### src/rtl/audFilterPkg.sv
`default_nettype none

package audFilterPkg;

	// Audio widths
	localparam int SampleWidth = 16;
	localparam int WideWidth = 27;
	// Q3.23 coefficients, 1.0 is 800000 hex
	localparam int CoefFrac = 23;
	localparam int PowerWidth = 11;

	// Two biquads with five stored taps each, a0 implied
	localparam int NumSections = 2;
	localparam int SosTaps = 5;
	localparam int NumCoefs = NumSections * SosTaps;

	localparam int AxiAddrWidth = 8;
	localparam int AxiDataWidth = 32;

	typedef logic signed [WideWidth-1:0] wideSample;

	typedef struct packed {
		wideSample b0;
		wideSample b1;
		wideSample b2;
		wideSample a1;
		wideSample a2;
	} sosCoefs;

	typedef sosCoefs [NumSections-1:0] coefBank;

	typedef struct packed {
		logic valid;
		wideSample data;
	} audStream;

	typedef struct packed {
		logic awvalid;
		logic [AxiAddrWidth-1:0] awaddr;
		logic wvalid;
		logic [AxiDataWidth-1:0] wdata;
		logic [AxiDataWidth/8-1:0] wstrb;
		logic bready;
		logic arvalid;
		logic [AxiAddrWidth-1:0] araddr;
		logic rready;
	} axiLiteReq;

	typedef struct packed {
		logic awready;
		logic wready;
		logic bvalid;
		logic [1:0] bresp;
		logic arready;
		logic rvalid;
		logic [AxiDataWidth-1:0] rdata;
		logic [1:0] rresp;
	} axiLiteRsp;

	// Register map
	localparam logic [AxiAddrWidth-1:0] RegCtrl = 8'h00;
	localparam logic [AxiAddrWidth-1:0] RegCoefBase = 8'h04;

	localparam logic [1:0] RespOkay = 2'b00;
	localparam logic [1:0] RespSlvErr = 2'b10;

	// Reset coefficient set, section 1 listed first to match [1:0] order
	localparam coefBank DefaultCoefs = '{
		'{b0: 27'h800000, b1: 27'h7000080, b2: 27'h800000,
			a1: 27'h7000D3D, a2: 27'h7FF2FA},
		'{b0: 27'h14762, b1: 27'h7FD7142, b2: 27'h14762,
			a1: 27'h7002F9B, a2: 27'h7FD076}
	};

endpackage

`default_nettype wire
### src/rtl/coefRegs.sv
`default_nettype none

module coefRegs import audFilterPkg::*; (
	input logic aud_clk,
	input logic reset,
	input axiLiteReq axiReq,
	output axiLiteRsp axiRsp,
	output coefBank coefs,
	output logic enable
);

	localparam int IdxWidth = $clog2(NumCoefs);
	localparam int StrbWidth = AxiDataWidth / 8;

	// Flat coefficient store, index = section * 5 + tap
	wideSample coefMem [NumCoefs];

	logic wrAccept;
	logic rdAccept;
	logic wrCtrl;
	logic wrCoef;
	logic rdCtrl;
	logic rdCoef;
	logic [IdxWidth-1:0] wrIdx;
	logic [IdxWidth-1:0] rdIdx;
	logic [AxiDataWidth-1:0] wrOld;
	logic [AxiDataWidth-1:0] wrWord;
	logic [AxiDataWidth-1:0] rdWord;

	logic bvalid;
	logic rvalid;
	logic [1:0] bresp;
	logic [1:0] rresp;
	logic [AxiDataWidth-1:0] rdata;

	// Word aligned and inside the coefficient window
	function automatic logic isCoefAddr(input logic [AxiAddrWidth-1:0] addr);
		return addr[1:0] == 2'b00 && addr >= RegCoefBase &&
			addr < RegCoefBase + AxiAddrWidth'(4 * NumCoefs);
	endfunction

	function automatic logic [IdxWidth-1:0] coefIndex(input logic [AxiAddrWidth-1:0] addr);
		logic [AxiAddrWidth-1:0] offset;
		offset = addr - RegCoefBase;
		return offset[IdxWidth+1:2];
	endfunction

	function automatic logic [AxiDataWidth-1:0] signExtend(input wideSample c);
		return {{(AxiDataWidth - WideWidth){c[WideWidth-1]}}, c};
	endfunction

	// Byte lanes follow wstrb
	function automatic logic [AxiDataWidth-1:0] mergeBytes(
		input logic [AxiDataWidth-1:0] old,
		input logic [AxiDataWidth-1:0] data,
		input logic [StrbWidth-1:0] strb
	);
		logic [AxiDataWidth-1:0] merged;
		merged = old;
		for (int b = 0; b < StrbWidth; b++) begin
			if (strb[b]) begin
				merged[8*b +: 8] = data[8*b +: 8];
			end
		end
		return merged;
	endfunction

	// Pick one tap out of the packed reset bank
	function automatic wideSample bankTap(input coefBank bank, input int idx);
		sosCoefs sec;
		sec = bank[idx / SosTaps];
		case (idx % SosTaps)
			0: return sec.b0;
			1: return sec.b1;
			2: return sec.b2;
			3: return sec.a1;
			default: return sec.a2;
		endcase
	endfunction

	// One write in flight, address and data together
	assign wrAccept = axiReq.awvalid && axiReq.wvalid && !bvalid;
	assign rdAccept = axiReq.arvalid && !rvalid;

	// Write decode and byte merge
	always_comb begin
		wrCtrl = axiReq.awaddr == RegCtrl;
		wrCoef = isCoefAddr(axiReq.awaddr);
		wrIdx = coefIndex(axiReq.awaddr);
		wrOld = '0;
		if (wrCtrl) begin
			wrOld = {{(AxiDataWidth - 1){1'b0}}, enable};
		end else if (wrCoef) begin
			wrOld = signExtend(coefMem[wrIdx]);
		end
		wrWord = mergeBytes(wrOld, axiReq.wdata, axiReq.wstrb);
	end

	// Read decode, unmapped reads return zero
	always_comb begin
		rdCtrl = axiReq.araddr == RegCtrl;
		rdCoef = isCoefAddr(axiReq.araddr);
		rdIdx = coefIndex(axiReq.araddr);
		rdWord = '0;
		if (rdCtrl) begin
			rdWord = {{(AxiDataWidth - 1){1'b0}}, enable};
		end else if (rdCoef) begin
			rdWord = signExtend(coefMem[rdIdx]);
		end
	end

	// Control state, handshakes and coefficient store
	always_ff @(posedge aud_clk) begin
		if (reset) begin
			enable <= 1'b0;
			bvalid <= 1'b0;
			rvalid <= 1'b0;
			for (int i = 0; i < NumCoefs; i++) begin
				coefMem[i] <= bankTap(DefaultCoefs, i);
			end
		end else begin
			if (wrAccept) begin
				bvalid <= 1'b1;
				if (wrCtrl) begin
					enable <= wrWord[0];
				end
				// Only the low 27 bits are kept
				if (wrCoef) begin
					coefMem[wrIdx] <= wrWord[WideWidth-1:0];
				end
			end else if (axiReq.bready) begin
				bvalid <= 1'b0;
			end
			if (rdAccept) begin
				rvalid <= 1'b1;
			end else if (axiReq.rready) begin
				rvalid <= 1'b0;
			end
		end
	end

	// Response payload
	always_ff @(posedge aud_clk) begin
		if (wrAccept) begin
			bresp <= (wrCtrl || wrCoef) ? RespOkay : RespSlvErr;
		end
		if (rdAccept) begin
			rresp <= (rdCtrl || rdCoef) ? RespOkay : RespSlvErr;
			rdata <= rdWord;
		end
	end

	assign axiRsp.awready = wrAccept;
	assign axiRsp.wready = wrAccept;
	assign axiRsp.bvalid = bvalid;
	assign axiRsp.bresp = bresp;
	assign axiRsp.arready = !rvalid;
	assign axiRsp.rvalid = rvalid;
	assign axiRsp.rdata = rdata;
	assign axiRsp.rresp = rresp;

	// Repack the flat store per section
	for (genvar s = 0; s < NumSections; s++) begin : gBank
		assign coefs[s] = '{
			b0: coefMem[s * SosTaps],
			b1: coefMem[s * SosTaps + 1],
			b2: coefMem[s * SosTaps + 2],
			a1: coefMem[s * SosTaps + 3],
			a2: coefMem[s * SosTaps + 4]
		};
	end

endmodule

`default_nettype wire

### config.mk
export PLATFORM = sky130hd
export DESIGN_NAME = coefRegs
export DESIGN_NICKNAME = d
export VERILOG_FILES = /design/src/rtl/audFilterPkg.sv /design/src/rtl/coefRegs.sv
export SDC_FILE = /design/constraint.sdc
export NUM_CORES = 1
export LEC_CHECK = 0
export BUFFER_PORTS_ARGS = -buffer_cell sky130_fd_sc_hd__buf_2
export CAP_MARGIN = 20
export CORE_MARGIN = 1
export CORE_UTILIZATION = 46
export DETAILED_ROUTE_END_ITERATION = 10
export PLACE_DENSITY = 0.67
export SKIP_LAST_GASP = 1
export SLEW_MARGIN = 10
export SYNTH_ARGS = -nofsm -noshare
export SYNTH_HDL_FRONTEND = slang
export SYNTH_SLANG_ARGS = --single-unit
### constraint.sdc
create_clock -name aud_clk -period 9.4 [get_ports aud_clk]
set_input_delay 1.41 -clock aud_clk [delete_from_list [all_inputs] [get_ports aud_clk]]
set_output_delay 1.41 -clock aud_clk [all_outputs]
set_load 0.05 [all_outputs]
==> flow_summary.json <==
{
  "core_sq_mm": 0.05017,
  "critPathRequiredTime_ns": 9.45,
  "gp_congestion": 0.8920,
  "hold_path.startpoint": "bvalid",
  "design_area_sq_mm": 0.02731,
  "synth.distinct_cells": 52,
  "ios": 371,
  "synth_warnings": 0,
  "numCtsBuffers": 49,
  "area_growth_pct": 16.48,
  "worst-path-buf-inv": 3,
  "hold_class": "register to register",
  "ir_worst_vdd_v": 0.0001162,
  "crit_path_end_kind": "register",
  "p_leak_uw": 0.009716,
  "skew_ns": 0.02423,
  "clock_sinks": 464,
  "r2r-start": "bvalid",
  "drive_above_1_share_pct": 42.00,
  "ant_nets": 0,
  "avgRoutedWirePerCell_um": 33.75,
  "rsz0062_at_grt": "false",
  "critPathSlowestCell": "nand2b_2",
  "placed_cell_area_sq_mm": 0.02559,
  "timing.fmax_ghz": 0.1833,
  "ys_ff_latch": 464,
  "yosysSeqAreaShare_pct": 59.30,
  "synth_edf_count": 461,
  "drc_errors": 0,
  "path_cells": "clkbuf_8 -> inv_4 -> ha_1 -> or4b_1 -> and4_1 -> nand2_2 -> buf_4 -> or3_2 -> nand2b_2",
  "postCtsHoldBufs": 0,
  "clock_latency_ns": 0.61,
  "multi_input_area_sq_mm": 0.008702,
  "drtPass1Iterations": 8,
  "netlist_instances": 1439,
  "die_w_um": 227.8,
  "final-hold-violation-count": 0,
  "cts_setup_buffers": 0,
  "setup_viol": 0,
  "clock_path_buffers": 3,
  "crit_cells": 9,
  "reg2reg_depth": 6,
  "ys.flop_type": "edfxtp_1",
  "grt-ovfl-total": 0,
  "vias": 16706,
  "grt_max_degree": 70,
  "outcome": "complete, no violations",
  "routed_wl_um": 82820,
  "grt_pass1_vias": 16468,
  "tns_ns": 0,
  "syn_avg_cell_area_sq_um": 16.29,
  "portBuffers": 363,
  "path_clk_slew_ns": 0.06,
  "nets": 1808,
  "critical_path.top_delay_family": "simple AND/OR/NAND/NOR gates",
  "netlist_area_sq_mm": 0.02345,
  "rows": 82,
  "max_stage_delay_ns": 0.93,
  "hold_end": "bvalid",
  "path_max_fanout": 60,
  "ctsResizeCount": 0,
  "final-seq-area_sq_mm": 0.01390,
  "arrival_ns": 5.51,
  "worst_slew_pin_slew_ns": 1.234,
  "initial_core_util_pct": 46.74,
  "die_area_sq_mm": 0.05188,
  "criticalPathCategory": "input port to register",
  "grt_usage_pct": 31.55,
  "drt_iter0_drc": 2243,
  "fillers": 4060,
  "h-tree-depth": 2,
  "async_reset_ff_share_pct": 0,
  "drt-vias-per-instance": 6.808,
  "cts-root-buf": "clkbuf_16",
  "antenna_found_initial": 5,
  "cap_violations": 0,
  "whs_ns": 0.4869,
  "dp_hpwl_um": 52630,
  "slew_headroom_pct": 17.74,
  "p_total_uw": 4943,
  "min_delay_path_depth": 2,
  "die_height_um": 227.8,
  "start_kind": "input port",
  "grt_first_pass_wirelength_um": 117100,
  "r2r_setup_slack_ns": 5.60,
  "period_share_pct": 58.03,
  "maxSlewViolCount": 0,
  "powerDensity_mw_per_mm2": 181.0,
  "period_minus_slack_ns": 5.455,
  "cp-startpoint": "axiReq[50]",
  "timing.rr.end": "coefMem[6][17]",
  "cts_tree": "done"
}
## stage by stage
| step | setup slack (ns) | utilization (%) | instances |
|---|---|---|---|
| 2_1_floorplan | 3.540 | - | 1440 |
| 3_3_place_gp | 3.391 | 50.96 | 2355 |
| 3_5_place_dp | 3.415 | 51.01 | 2356 |
| 4_1_cts | 4.018 | 54.20 | 2447 |
| 5_1_grt | 3.824 | 54.44 | 2454 |
| 6_report | 3.945 | 54.44 | 2454 |
## power breakdown
group,total [uW],internal [uW],switching [uW]
sequential,2340,2300,35.4
clock,1960,1120,840
combinational,643,198,445
total,4940,3620,1320
## synthesized netlist by cell type, types with 4 or more instances
master / n / area share [%]
a222oi_1: 27 / 1.2
a21o_1: 16 / 0.51
nor2_1: 17 / 0.27
inv_1: 6 / 0.096
mux2i_1: 28 / 1.2
a211o_1: 11 / 0.41
o21ai_0: 5 / 0.11
mux4_2: 216 / 21
a211oi_1: 53 / 1.7
nor2b_1: 28 / 0.75
buf_2: 41 / 0.88
buf_6: 17 / 0.82
edfxtp_1: 461 / 59
a21oi_2: 14 / 0.52
nor3_1: 8 / 0.17
nand3_1: 68 / 1.5
nand2_2: 4 / 0.11
clkbuf_1: 41 / 0.66
a21oi_1: 169 / 3.6
nand2b_1: 12 / 0.32
nand4_1: 26 / 0.69
ha_1: 8 / 0.43
buf_4: 52 / 1.7
nand2_1: 64 / 1.0
## registers in the layout (all words and copies together) (netlist names)
name     count
bresp        1
bvalid       1
coefMem    432
enable       1
rdata       27
rresp        1
rvalid       1
## layer usage
| metal | GRT usage (%) | share of wire (%) | routed length [um] | up-vias |
|---|---|---|---|---|
| met2 | 48.53 | 47 | 38650 | 1268 |
| met4 | 14.27 | 4.6 | 3834 | 6 |
| met1 | 41.99 | 36 | 30080 | 8586 |
| li1 | - | - | - | 6604 |
| met3 | 8.663 | 12 | 10230 | 242 |
| met5 | 0 | 0.033 | 27 | - |
## placed cells by master, fill, tap and decap left out, types with 3 or more instances in the layout
master / instances
edfxtp_1: 461
buf_2: 361
mux4_2: 216
a21oi_1: 169
nand3_1: 68
nand2_1: 64
a211oi_1: 53
clkbuf_16: 49
buf_4: 34
mux2i_1: 28
a222oi_1: 27
nor2b_1: 27
nand4_1: 26
a21o_1: 16
nor2_1: 15
a21oi_2: 14
a211o_1: 11
clkinv_1: 10
nand2b_2: 9
clkinv_2: 9
clkbuf_1: 9
inv_1: 6
ha_1: 6
o21ai_0: 5
nor3_2: 5
bufinv_16: 5
clkbuf_8: 5
nor3_1: 4
nand2_2: 4
buf_16: 4
nand3b_1: 3
nand2b_1: 3
or2_2: 3
and3_1: 3
dfxtp_1: 3
## cell type report
cell class,count,area share [%]
Tap cell,672,3.078
Sequential cell,464,50.90
Inverter,7,0.1054
Timing Repair Buffer,404,8.186
Clock buffer,61,4.764
Clock inverter,30,1.090
Antenna cell,1,0.009162
Multi-Input combinational cell,815,31.86
## cells by family (layout without fill, tap and decap cells)
kind of cell               after synthesis  count (layout)  share of synthesized area (%)
xor gates and xnor gates                 2               2                        0.07472
DFF                                    464             464                          59.30
AOI/OAI and AO/OA                      303             303                          8.308
muxes                                  245             245                          21.99
buffers and inverters                  161             502                          4.184
and+or+nand+nor                        255             255                          5.704
adders and majority gates                8               8                         0.4269
other                                    1               3                        0.01599
## worst max path at each step
stage / slack [ns] / endpoint
after floorplan: 3.54 / coefMem[14][0]
after global placement: 3.39 / coefMem[1][13]
after detailed placement: 3.42 / coefMem[15][17]
after CTS: 4.02 / coefMem[15][17]
after global routing: 3.82 / coefMem[12][12]
final: 3.95 / coefMem[6][17]
## tightest hold or removal path: stages, from the launching register on
cell and delay [ns]:
dfxtp_1 0.32, nand2b_1 0.06, a21oi_1 0.06
(Power assumes the default switching activity.)
